## config.mk

```make
export PLATFORM = sky130hd
export DESIGN_NAME = uart_rx_top
export DESIGN_NICKNAME = d
export VERILOG_FILES = /design/src/uart_rx_pkg.sv /design/src/rx_sync.sv /design/src/rx_baud.sv /design/src/rx_state.sv /design/src/rx_shift.sv /design/src/rx_handoff.sv /design/src/uart_rx_top.sv
export SDC_FILE = /design/constraint.sdc
export NUM_CORES = 1
export LEC_CHECK = 0
export ABC_AREA = 1
export ABC_CLOCK_PERIOD_IN_PS = 2000
export BUFFER_PORTS_ARGS = -buffer_cell sky130_fd_sc_hd__buf_2
export CORE_UTILIZATION = 60
export CTS_BUF_LIST = sky130_fd_sc_hd__clkbuf_2
export CTS_CLUSTER_DIAMETER = 100
export DETAILED_ROUTE_END_ITERATION = 10
export PLACE_DENSITY_LB_ADDON = 0.15
export SYNTH_ARGS = -nofsm -noshare
export SYNTH_HDL_FRONTEND = slang
export SYNTH_HIERARCHICAL = 1
export SYNTH_SLANG_ARGS = --single-unit
```

## constraint.sdc

```tcl
create_clock -name clk -period 2 [get_ports clk]
set_clock_uncertainty 0.1 [all_clocks]
set_input_delay 0.1 -clock clk [delete_from_list [all_inputs] [get_ports clk]]
set_output_delay 0.1 -clock clk [all_outputs]
set_load 0.1 [all_outputs]
```

## src/uart_rx_pkg.sv

```systemverilog
package uart_rx_pkg;

    localparam int DATA_WIDTH_DEF   = 8;   // data bits per frame
    localparam int CLKS_PER_BIT_DEF = 16;  // clk cycles in one bit period

    // frame FSM states, one per field of the frame
    typedef enum logic [2:0] {
        RX_IDLE   = 3'd0,  // line idle, waiting for a start edge
        RX_START  = 3'd1,  // inside the start bit
        RX_DATA   = 3'd2,  // sampling data bits, LSB first
        RX_PARITY = 3'd3,  // even parity bit
        RX_STOP   = 3'd4   // single stop bit
    } rx_state_t;

    // status that travels with each received word
    typedef struct packed {
        logic parity_err;  // data plus parity had an odd count of ones
        logic frame_err;   // stop bit sampled low
        logic overrun;     // a word was dropped before this one
    } rx_status_t;

endpackage

```

## src/rx_sync.sv

```systemverilog
`timescale 1ns/1ps

module rx_sync (
    input  logic clk,
    input  logic reset,
    input  logic rx,
    output logic rx_line,
    output logic start_edge
);

    logic sync_meta;  // first stage, may go metastable
    logic line_prev;  // rx_line one cycle back

    always_ff @(posedge clk) begin
        if (reset) begin
            sync_meta  <= 1'b1;  // idle level
            rx_line    <= 1'b1;
            line_prev  <= 1'b1;  // no edge right after reset
            start_edge <= 1'b0;
        end else begin
            sync_meta  <= rx;
            rx_line    <= sync_meta;
            line_prev  <= rx_line;
            start_edge <= line_prev & ~rx_line;  // high to low on rx_line
        end
    end

endmodule

```

## src/rx_baud.sv

```systemverilog
`timescale 1ns/1ps

module rx_baud #(
    parameter int CLKS_PER_BIT = uart_rx_pkg::CLKS_PER_BIT_DEF
) (
    input  logic clk,
    input  logic reset,
    input  logic start_edge,
    input  logic hunting,
    output logic sample_strobe
);

    localparam int CW = (CLKS_PER_BIT > 1) ? $clog2(CLKS_PER_BIT) : 1;
    localparam logic [CW-1:0] HALF_LOAD = CW'(CLKS_PER_BIT / 2 - 1);
    localparam logic [CW-1:0] FULL_LOAD = CW'(CLKS_PER_BIT - 1);

    logic [CW-1:0] bit_cnt;  // cycles left to the next sample point

    // the counter free-runs in bit periods and is only realigned
    // while the FSM is hunting for a new start bit
    always_ff @(posedge clk) begin
        if (reset) begin
            bit_cnt <= FULL_LOAD;
        end else if (start_edge && hunting) begin
            bit_cnt <= HALF_LOAD;  // half a bit to the middle of start
        end else if (bit_cnt == '0) begin
            bit_cnt <= FULL_LOAD;  // next bit centre
        end else begin
            bit_cnt <= bit_cnt - 1'b1;
        end
    end

    assign sample_strobe = (bit_cnt == '0);

    a_strobe_single: assert property (@(posedge clk) disable iff (reset)
        sample_strobe |=> !sample_strobe);

endmodule

```

## src/rx_state.sv

```systemverilog
`timescale 1ns/1ps

module rx_state #(
    parameter int DATA_WIDTH = uart_rx_pkg::DATA_WIDTH_DEF
) (
    input  logic clk,
    input  logic reset,
    input  logic sample_strobe,
    input  logic rx_line,
    output logic hunting,
    output logic shift_en,
    output logic parity_en,
    output logic stop_en
);

    localparam int IW = (DATA_WIDTH > 1) ? $clog2(DATA_WIDTH) : 1;
    localparam logic [IW-1:0] LAST_BIT = IW'(DATA_WIDTH - 1);

    uart_rx_pkg::rx_state_t state;
    logic [IW-1:0]          bit_idx;     // data bit being sampled
    logic                   line_low_q;  // rx_line was low last cycle

    assign hunting = (state == uart_rx_pkg::RX_IDLE);

    // lines up with start_edge, so the baud counter is realigned
    // while the FSM is still in idle
    always_ff @(posedge clk) begin
        if (reset) begin
            line_low_q <= 1'b0;
        end else begin
            line_low_q <= ~rx_line;
        end
    end

    always_ff @(posedge clk) begin
        if (reset) begin
            state   <= uart_rx_pkg::RX_IDLE;
            bit_idx <= '0;
        end else begin
            case (state)
                uart_rx_pkg::RX_IDLE: begin
                    bit_idx <= '0;
                    if (line_low_q) begin
                        state <= uart_rx_pkg::RX_START;
                    end
                end
                uart_rx_pkg::RX_START: begin
                    if (sample_strobe) begin
                        // high at mid-bit means the low pulse was a glitch
                        state <= rx_line ? uart_rx_pkg::RX_IDLE : uart_rx_pkg::RX_DATA;
                    end
                end
                uart_rx_pkg::RX_DATA: begin
                    if (sample_strobe) begin
                        bit_idx <= bit_idx + 1'b1;
                        if (bit_idx == LAST_BIT) begin
                            state <= uart_rx_pkg::RX_PARITY;
                        end
                    end
                end
                uart_rx_pkg::RX_PARITY: begin
                    if (sample_strobe) begin
                        state <= uart_rx_pkg::RX_STOP;
                    end
                end
                uart_rx_pkg::RX_STOP: begin
                    if (sample_strobe) begin
                        state <= uart_rx_pkg::RX_IDLE;
                    end
                end
                default: state <= uart_rx_pkg::RX_IDLE;
            endcase
        end
    end

    // one-cycle qualifiers, rx_line is still mid-bit when they are seen
    always_ff @(posedge clk) begin
        if (reset) begin
            shift_en  <= 1'b0;
            parity_en <= 1'b0;
            stop_en   <= 1'b0;
        end else begin
            shift_en  <= sample_strobe && (state == uart_rx_pkg::RX_DATA);
            parity_en <= sample_strobe && (state == uart_rx_pkg::RX_PARITY);
            stop_en   <= sample_strobe && (state == uart_rx_pkg::RX_STOP);
        end
    end

    a_shift_in_data: assert property (@(posedge clk) disable iff (reset)
        shift_en |-> $past(state) == uart_rx_pkg::RX_DATA);

    a_qual_exclusive: assert property (@(posedge clk) disable iff (reset)
        $onehot0({shift_en, parity_en, stop_en}));

endmodule

```

## src/rx_shift.sv

```systemverilog
`timescale 1ns/1ps

module rx_shift #(
    parameter int DATA_WIDTH = uart_rx_pkg::DATA_WIDTH_DEF
) (
    input  logic                  clk,
    input  logic                  reset,
    input  logic                  rx_line,
    input  logic                  shift_en,
    input  logic                  parity_en,
    input  logic                  stop_en,
    output logic [DATA_WIDTH-1:0] rx_data,
    output logic                  parity_err,
    output logic                  frame_err,
    output logic                  word_done
);

    logic [DATA_WIDTH-1:0] shift_q;     // received bits, first one ends at bit 0
    logic                  parity_acc;  // xor of data bits so far

    assign rx_data = shift_q;

    always_ff @(posedge clk) begin
        if (shift_en) begin
            shift_q <= {rx_line, shift_q[DATA_WIDTH-1:1]};  // lsb first
        end
    end

    always_ff @(posedge clk) begin
        if (reset) begin
            parity_acc <= 1'b0;
            parity_err <= 1'b0;
            frame_err  <= 1'b0;
            word_done  <= 1'b0;
        end else begin
            word_done <= stop_en;  // results are final one cycle after stop
            if (shift_en) begin
                parity_acc <= parity_acc ^ rx_line;
            end
            if (parity_en) begin
                parity_err <= parity_acc ^ rx_line;  // odd total of ones
            end
            if (stop_en) begin
                frame_err  <= ~rx_line;  // stop must be high
                parity_acc <= 1'b0;      // clean start for next frame
            end
        end
    end

endmodule

```

## src/rx_handoff.sv

```systemverilog
`timescale 1ns/1ps

module rx_handoff #(
    parameter int DATA_WIDTH = uart_rx_pkg::DATA_WIDTH_DEF
) (
    input  logic                  clk,
    input  logic                  reset,
    input  logic                  word_done,
    input  logic                  parity_err,
    input  logic                  frame_err,
    input  logic [DATA_WIDTH-1:0] rx_data,
    input  logic                  ack,
    output logic                  req,
    output logic [DATA_WIDTH-1:0] data_out,
    output logic                  parity_err_out,
    output logic                  frame_err_out,
    output logic                  overrun_out
);

    uart_rx_pkg::rx_status_t status_q;      // flags of the offered word
    logic [DATA_WIDTH-1:0]   data_q;
    logic                    overrun_pend;  // dropped word not yet reported
    logic                    busy;          // handshake still in progress
    logic                    accept;

    assign busy   = req | ack;
    assign accept = word_done & ~busy;  // only once ack has dropped again

    always_ff @(posedge clk) begin
        if (accept) begin
            data_q <= rx_data;
        end
    end

    always_ff @(posedge clk) begin
        if (reset) begin
            req          <= 1'b0;
            status_q     <= '0;
            overrun_pend <= 1'b0;
        end else if (accept) begin
            req          <= 1'b1;
            status_q     <= '{parity_err: parity_err,
                              frame_err:  frame_err,
                              overrun:    overrun_pend};
            overrun_pend <= 1'b0;
        end else begin
            if (word_done) begin
                overrun_pend <= 1'b1;  // host still holds the old word
            end
            if (req && ack) begin
                req <= 1'b0;  // phase 3 of the handshake
            end
        end
    end

    assign data_out       = data_q;
    assign parity_err_out = status_q.parity_err;
    assign frame_err_out  = status_q.frame_err;
    assign overrun_out    = status_q.overrun;

    a_data_stable: assert property (@(posedge clk) disable iff (reset)
        req && $past(req) |-> $stable(data_out));

endmodule

```

## src/uart_rx_top.sv

```systemverilog
`timescale 1ns/1ps

module uart_rx_top #(
    parameter int DATA_WIDTH   = uart_rx_pkg::DATA_WIDTH_DEF,
    parameter int CLKS_PER_BIT = uart_rx_pkg::CLKS_PER_BIT_DEF
) (
    input  logic                  clk,
    input  logic                  reset,
    input  logic                  rx,
    input  logic                  ack,
    output logic                  req,
    output logic                  parity_err_out,
    output logic                  frame_err_out,
    output logic                  overrun_out,
    output logic [DATA_WIDTH-1:0] data_out
);

    logic                  rx_line;        // synchronized serial line
    logic                  start_edge;
    logic                  hunting;        // FSM waits for a start bit
    logic                  sample_strobe;  // mid-bit sample point
    logic                  shift_en;
    logic                  parity_en;
    logic                  stop_en;
    logic [DATA_WIDTH-1:0] rx_data;
    logic                  parity_err;
    logic                  frame_err;
    logic                  word_done;

    rx_sync u_sync (
        .clk        (clk),
        .reset      (reset),
        .rx         (rx),
        .rx_line    (rx_line),
        .start_edge (start_edge)
    );

    rx_baud #(.CLKS_PER_BIT(CLKS_PER_BIT)) u_baud (
        .clk           (clk),
        .reset         (reset),
        .start_edge    (start_edge),
        .hunting       (hunting),
        .sample_strobe (sample_strobe)
    );

    rx_state #(.DATA_WIDTH(DATA_WIDTH)) u_state (
        .clk           (clk),
        .reset         (reset),
        .sample_strobe (sample_strobe),
        .rx_line       (rx_line),
        .hunting       (hunting),
        .shift_en      (shift_en),
        .parity_en     (parity_en),
        .stop_en       (stop_en)
    );

    rx_shift #(.DATA_WIDTH(DATA_WIDTH)) u_shift (
        .clk        (clk),
        .reset      (reset),
        .rx_line    (rx_line),
        .shift_en   (shift_en),
        .parity_en  (parity_en),
        .stop_en    (stop_en),
        .rx_data    (rx_data),
        .parity_err (parity_err),
        .frame_err  (frame_err),
        .word_done  (word_done)
    );

    rx_handoff #(.DATA_WIDTH(DATA_WIDTH)) u_handoff (
        .clk            (clk),
        .reset          (reset),
        .word_done      (word_done),
        .parity_err     (parity_err),
        .frame_err      (frame_err),
        .rx_data        (rx_data),
        .ack            (ack),
        .req            (req),
        .data_out       (data_out),
        .parity_err_out (parity_err_out),
        .frame_err_out  (frame_err_out),
        .overrun_out    (overrun_out)
    );

endmodule

```

-- Yosys cells after proc, flatten, opt, wreduce, memory -nomap -nowiden
Index checks and enable logic that the tools add are counted.
- flip-flop bits (word level): 43
- input bits: 4
- output and inout bits: 12
- word-level logic and storage cells: 70
- add/sub/neg operators: 2
- equality and inequality tests: 11
- multiplexer cells: 14
- bitwise operators: 6
- reduce and logical (&&, ||, !) cells: 14
- operators with widths (cell ; number):
    $mux W3 ; 7
    $pmux W3 S5 ; 1
    $ne A2 B1 Y1 const B ; 6
    $mux W4 ; 2
    $eq A3 B2 Y1 const B ; 2
    $eq A3 B3 Y1 const B ; 2
    $pmux W3 S2 ; 1
    $reduce_and A6 Y1 ; 1
    $logic_and A1 B1 Y1 ; 5
    $logic_not A4 Y1 ; 1
    $reduce_bool A2 Y1 ; 2
    $reduce_or A2 Y1 ; 2
    $sub A4 B1 Y4 const B ; 1
    $add A3 B1 Y3 const B ; 1
    $eq A3 B1 Y1 const B ; 1
    $logic_not A3 Y1 ; 1
    $reduce_or A3 Y1 ; 1
    $and A1 B1 Y1 ; 2
    $mux W1 ; 2
    $mux W2 ; 1
    $not A1 Y1 ; 2
    $reduce_and A2 Y1 ; 1
    $or A1 B1 Y1 ; 1
    $xor A1 B1 Y1 ; 1

-- Longest topological paths before layout
Gate-level depths: netlist of run 1.
- word-level depth: 4
- mapped depth: 10
- depth with buffers taken out: 10

-- Cells and area by module
The synthesis of run 1 kept the hierarchy.
- by module, submodules not included (module ; times used ; cells each ; area each (µm²)):
    rx_state ; 1 ; 60 ; 457.9
    rx_handoff ; 1 ; 36 ; 451.7
    rx_shift ; 1 ; 33 ; 405.4
    rx_baud ; 1 ; 26 ; 193.9
    rx_sync ; 1 ; 10 ; 110.1

-- Worst setup path after synthesis of run 1
OpenSTA, ideal clock, no wires.
- kind: flip-flop to flip-flop
- from: reg u_handoff.req
- to: reg u_handoff.data_q[0] (netlist: u_handoff/data_out[0]), enable pin
- setup time: 374 ps
- arrival: 1255 ps
- setup slack: 272 ps
- cell stages (with the launch flop): 2
- buffers on the path: 0
- cells stage by stage: dfxtp_1 -> nor3b_2
- cells in the longest elaborated chain, start to end: 3
- ends and longest elaborated chain (item ; line ; source):
    start: declaration ; rx_handoff.sv:13 ; output logic req,
    start signal: assignment ; rx_handoff.sv:37 ; req <= 1'b0;
    start signal: assignment ; rx_handoff.sv:41 ; req <= 1'b1;
    start signal: assignment ; rx_handoff.sv:51 ; req <= 1'b0;
    $or A1 B1 Y1 ; rx_handoff.sv:26 ; assign busy = req | ack;
    $not A1 Y1 ; rx_handoff.sv:27 ; assign accept = word_done & ~busy;
    $and A1 B1 Y1 ; rx_handoff.sv:27 ;
    net u_handoff.accept ; rx_handoff.sv:24 ; logic accept;
    end signal: assignment ; rx_handoff.sv:31 ; data_q <= rx_data;
    end: declaration ; rx_handoff.sv:21 ; logic [DATA_WIDTH-1:0] data_q;
The timed path passes the listed nets, and every way through them passes these cells.
A chain may end at the register's enable or synchronous reset.

-- Worst setup path after layout of run 1
- from: reg u_baud.bit_cnt[0]
- to: reg u_state.bit_idx[0]
- cells in the longest elaborated chain, start to end: 3
- ends and longest elaborated chain (item ; line ; source):
    start: declaration ; rx_baud.sv:17 ; logic [CW-1:0] bit_cnt;
    start signal: assignment ; rx_baud.sv:29 ; bit_cnt <= bit_cnt - 1'b1;
    $logic_not A4 Y1 ; rx_baud.sv:33 ; assign sample_strobe = (bit_cnt == '0);
    net sample_strobe ; uart_rx_top.sv:21 ; logic sample_strobe;
    $ne A2 B1 Y1 (no line) ; -- ;
    $reduce_and A2 Y1 (no line) ; -- ;
    end signal: assignment ; rx_state.sv:55 ; bit_idx <= bit_idx + 1'b1;
    end: declaration ; rx_state.sv:20 ; logic [IW-1:0] bit_idx;
The timed path passes the listed nets, and every way through them passes these cells.

==> results of run 1 <==
==> final cells by class <==
cell class | instances | area [µm²]
sequential | 43 | 1020
fill | 193 | 704
clock buffer | 7 | 35.0
tap | 30 | 37.5
clock inverter | 1 | 30.0
timing repair buffer | 19 | 115
multi-input combinational | 96 | 489
inverter | 24 | 90.1
==> power by group <==
group | internal (mW) | switching [mW]
combinational | 0.0365 | 0.0597
clock | 0.223 | 0.252
sequential | 0.916 | 0.0147
total | 1.18 | 0.326
==> sequential cells by signal (all words and copies together) (netlist names), 3 cells and up <==
| register | flops |
|---|---|
| u_state/state | 3 |
| u_state/bit_idx | 3 |
| u_baud/bit_cnt | 4 |
| u_shift/rx_data | 8 |
| u_handoff/data_out | 8 |
==> per-stage QoR <==
| step | setup slack [ns] | hold WS, ns | std cells | instance area, µm² |
|---|---|---|---|---|
| 2_1_floorplan | 0.272 | 0.0667 | 165 | 1620 |
| 3_3_place_gp | 0.495 | 0.179 | 208 | 1710 |
| 3_5_place_dp | 0.432 | 0.183 | 208 | 1710 |
| 4_1_cts | 0.356 | 0.301 | 220 | 1820 |
| 5_1_grt | 0.197 | 0.306 | 220 | 1820 |
| 6_report | 0.331 | 0.333 | 220 | 1820 |
==> routing by layer <==
layer  GRT usage  vias to the layer above
met3      0.0847                        6
met4       0.114                        0
li1            -                      575
met1       0.230                      511
met5           0                        -
met2       0.364                       39
==> logic make-up (layout without fill, tap and decap cells) <==
| group | Yosys count | count (layout) | share of synthesized area |
|---|---|---|---|
| buf+inv | 26 | 51 | 0.0672 |
| compound gates | 10 | 10 | 0.0332 |
| fa+ha+maj | 3 | 3 | 0.0232 |
| xor+xnor | 1 | 1 | 0.00541 |
| flops | 43 | 43 | 0.631 |
| simple gates | 82 | 82 | 0.240 |
==> worst reg2reg max path, delay by kind of cell, from the launching register on <==
kind            cells  cell delay (ns)
buf+inv             2             0.20
flops               1             0.36
compound gates      2             0.25
simple gates        3             0.50
fa+ha+maj           1             0.19
==> repair_timing <==
item,4_1_cts,5_1_grt
endpoints found under the setup margin,0,0
hold buffers,4,0
endpoints found under the hold margin,12,0
==> path summary, 6_finish.rpt <==
path | startpoint | end | slack (ns)
min reg2reg | u_baud/bit_cnt[0] | u_baud/bit_cnt[0] | 0.33
max reg2reg | u_baud/bit_cnt[0] | u_state/bit_idx[0] | 0.33
max | u_baud/bit_cnt[0] | u_state/bit_idx[0] | 0.33
min | u_baud/bit_cnt[0] | u_baud/bit_cnt[0] | 0.33
==> cells in the final DEF (no fill, tap or decap), drive strengths merged <==
master,count
a21oi,7
buf,15
bufinv,1
clkbuf,7
dfxtp,27
dlygate4sd3,4
edfxtp,16
ha,3
inv,24
nand2,32
nand3,14
nand4,1
nor2,28
nor3,2
nor3b,1
nor4,1
o21ai,3
or2,3
xnor2,1
==> metrics, run 1 <==
initial antenna violation count=0; f_max=599 MHz; clk_lat worst skew=~0.38 ns; vias per cell=roughly 5.1; Routed Antenna Nets=0; Post-Syn Nets=roughly 170; final hold violations=0; slowest stage delay, CP=~0.36 ns; root buffer cell=clkbuf_2; DIE HEIGHT=53.9 µm; final RePlAce weighted congestion=0.938; fin util=0.721; RSZ-0062 raised after global routing=false; clk slew on worst S/H paths=approximately 0.20 ns; grt total ovfl=0; Tmin final=around 1.7 ns; area leader, netlist=dfxtp_1; Tightest Pin Transition=around 0.7 ns; Worst EP required=between 2 and 2.5 ns; H-tree depth=2; Final HPWL DP=around 1.8 mm; async set or reset register ratio after synthesis=0; Setup TNS=0 ns; startpoint types=flop; synthesized cell area=between 1500 and 2000 µm²; Crit Path Category=flop to flop; starting density of the core=0.642; leakage=0.789 nW; Netlist cell types=23; first-pass GRT wire length=about 4.2 mm; cells after synthesis=165; Top cell by count, worst path=inv_1; Final Max Tran Viols=0; # diodes=0; core footprint=~2500 µm²; Avg Inst Size Synth=a little under 10 µm²; # port buffers=15; CP max-delay cell=dfxtp_1; Area contributors post-synth=dfxtp_1 (33%), edfxtp_1 (30%), nand2_1 (6.7%); top cells by count, synth=nand2_1 (29), dfxtp_1 (27), inv_1 (20); total track usage=0.216; total CTS buffers=5; drt wl/cell=~12 µm; quantity of gates resized following cts=0; CTS tree=built; Worst Hold Class=flop to flop; Final Power=approximately 1.5 mW; I/O pin count=16; Post-CTS Setup Inserts=0; maximum buffer depth of the clock tree=2; Most used DFF post-synth=dfxtp_1; status=finished clean; CTS Sinks=between 40 and 50; Post-synth EDFFs=16; crit share post-route=0.834; vias=~1,100; Synth Warn #=6; R2R cell count=8; metal3 WL=roughly 140 µm; Die Span X=around 54 µm; number of nets in the layout=between 150 and 200; share of layout cells above drive strength 1=0.221; WHS Path Cells=1; Crit path max-delay family=simple AND/OR/NAND/NOR gates; CP Data Arrival Time=approximately 1.9 ns; DR pass1 iterations=7; M1 WL=about 1.1 mm; die area=2910 µm²; setup violators final=0; CP max FO=6; FP Rows=18; CP endpoint kind=flop; CP Cell Sequence=inv_1 > ha_1 > nand2_1 > nor2_2 > inv_1 > nor2_1 > o21ai_0 > a21oi_1; pwr/cell area=approximately 830 nW/µm²; Slew headroom=0.544; top cell type's share of synthesized area=0.334; met2 wire length=about 1.4 mm; Total Wirelength=roughly 2.7 mm; Max VDD drop=between 0.7 and 0.8 mV; vias in the first global route=approximately 1,000; DRC marker count from the first detailed-route iteration=47; uppermost layer routed=met4; register area share after synthesis=0.631; area grow syn2layout=12.3%; largest net degree at the start of global routing=18; Max-Cap Viols=0; count leader, synth=nand2_1; Residual DRC=0; Yosys reg bits=43; critical path depth=8; Worst Path Buf+Inv=2
Note: power is estimated with default switching activity, not from simulation.
==> run 2, diff against run 1 <==
- ABC_CLOCK_PERIOD_IN_PS: 2000 -> 1500
- CORE_UTILIZATION: 60 -> 54
- clock period: 2 -> 1.5 ns (I/O delays scaled with it)
==> metrics, run 2 (synthesized netlist as in run 1, its figures left out) <==
core footprint=approximately 2800 µm²; root buffer cell=clkbuf_2; Worst Hold Class=primary input to flop; CP max-delay cell=dfxtp_2; Max-Cap Viols=0; Top cell by count, worst path=nand2_2; commonest non-fill, non-tap cells in the layout=nand2_1 (28), dfxtp_1 (23), inv_1 (18), nor2_1 (16), edfxtp_1 (16); area occupied by multi-input gates=~530 µm²; worst setup path startpoint=u_state/bit_idx[0]; worst hold margin=roughly 0.26 ns; Total Wirelength=2.80 mm; Tmin final=approximately 1.4 ns; final hold violations=0; placed insts=210; Slew headroom=0.669; pwr/cell area=between 1000 and 1500 nW/µm²; die area=roughly 3200 µm²; I/O pin count=16; Setup TNS=0 ns; Crit Path Category=flop to flop; violated checks=design-rule violations; DIE HEIGHT=~57 µm; CP Cell Sequence=ha_2 > ha_2 > inv_1 > nand3_1 > nand2_2 > nand2_2 > nand2_2 > nand2_1 > nand2_1 > nor2_2; area grow syn2layout=14.6%; Sw Pwr=0.476 mW; Max VDD drop=~0.60 mV; share of layout cells above drive strength 1=0.313; setup violators final=0; fin util=0.661; Routed Antenna Nets=0; most common cell after layout, fill and taps aside=nand2_1; leakage=0.779 nW; Internal=1.39 mW; Net Sw Frac=0.255; largest net degree at the start of global routing=18; initial antenna violation count=0; Residual DRC=4; starting density of the core=0.577; total track usage=0.197; clk slew on worst S/H paths=about 0.22 ns; # diodes=0; first-pass GRT wire length=between 4 and 5 mm; Reg area=slightly above 1000 µm²; Tightest Pin Transition=0.500 ns; f_max=a little under 700 MHz; drt wl/cell=roughly 13 µm; Die Span X=56.8 µm; DRC marker count from the first detailed-route iteration=38; startpoint types=flop; hold_sp=rx; DR pass1 iterations=7; Final Max Tran Viols=0; status=finished, violations left; CP max FO=3; Final HPWL DP=around 1.9 mm; clk_lat worst skew=0.42 ns; CTS tree=built; maximum buffer depth of the clock tree=2; total CTS buffers=5; number of fill cells in the layout=~230; Worst R2R Start=u_state/bit_idx[0]; vias in the first global route=1,090; Seq pwr share=0.665; CTS Sinks=43; CP endpoint kind=flop; Worst EP required=between 1.5 and 2 ns; CP Data Arrival Time=between 1.5 and 2 ns; vias=1,111; Crit path max-delay family=simple AND/OR/NAND/NOR gates; Comb pwr share=0.070; crit share post-route=0.966; # port buffers=15; H-tree depth=2; vias per cell=about 5; slowest stage delay, CP=0.38 ns; FP Rows=19; grt total ovfl=0; number of nets in the layout=198; fin cells=between 200 and 250; Worst Path Buf+Inv=1; final RePlAce weighted congestion=approximately 0.88; Clock Power Share=0.265
run 2: changes by cell type in the layout (fill, tap and decap cells not counted), sizes merged:
| cell | delta |
|---|---|
| buf | +3 |
| clkinv | +2 |
| bufinv | -1 |
| dlygate4sd3 | -1 |
| clkbuf | -1 |
run 2: per-layer routing:
layer  global-route usage  wire length, µm  vias up
met1                0.209             1160      501
met3               0.0438              112        8
li1                     -                -      580
met4                0.129               66        0
met2                0.349             1460       22
met5                    0                0        -
run 2: path summary, 6_finish.rpt:
check / endpoint / slack, ns / cells past startpoint
worst max-delay path: u_state/state[0] / 0.05 / 10
worst min-delay path: u_sync/sync_meta / 0.26 / 3
worst max register to register: u_state/state[0] / 0.05 / 10
worst min register to register: u_baud/bit_cnt[0] / 0.33 / 1
run 2: power groups by stage:
stage | Sequential, mW | Combinational [mW] | Clock, mW
6_report | 1.24 | 0.131 | 0.496
3_3_place_gp | 1.26 | 0.115 | 0
4_1_cts | 1.24 | 0.127 | 0.501
2_1_floorplan | 1.26 | 0.0936 | 0
3_5_place_dp | 1.26 | 0.121 | 0
5_1_grt | 1.25 | 0.148 | 0.544
run 2: worst register-to-register path: cells and delay by family, from the launching register on:
family                     cells  cell delay (ns)
adders and majority gates      2             0.34
buffers and inverters          1             0.05
DFF                            1             0.38
and+or+nand+nor                7             0.49
run 2: repair_timing:
| action | 4_1_cts | 5_1_grt |
|---|---|---|
| endpoints found under the setup margin | 6 | 6 |
| hold buffers | 4 | 0 |
| pin swaps | 0 | 6 |
| setup buffers | 0 | 2 |
| hold endpoints to repair | 20 | 0 |
| gates resized for setup | 2 | 13 |
run 2: stage by stage:
| step | setup WS, ns | area (µm²) | power (mW) |
|---|---|---|---|
| 6_report | 0.0504 | 1860 | 1.87 |
| 5_1_grt | -0.0111 | 1860 | 1.94 |
| 4_1_cts | 0.00931 | 1820 | 1.87 |
| 3_5_place_dp | -0.0959 | 1730 | 1.38 |
| 3_3_place_gp | 0.0310 | 1730 | 1.38 |
| 2_1_floorplan | 0.109 | 1630 | 1.35 |
run 2: cell type report:
type,count,area share
clock inverter,2,0.00742
inverter,24,0.0486
timing repair buffer,21,0.0688
clock buffer,6,0.0162
multi-input combinational,96,0.285
sequential,43,0.553
tap,31,0.0209
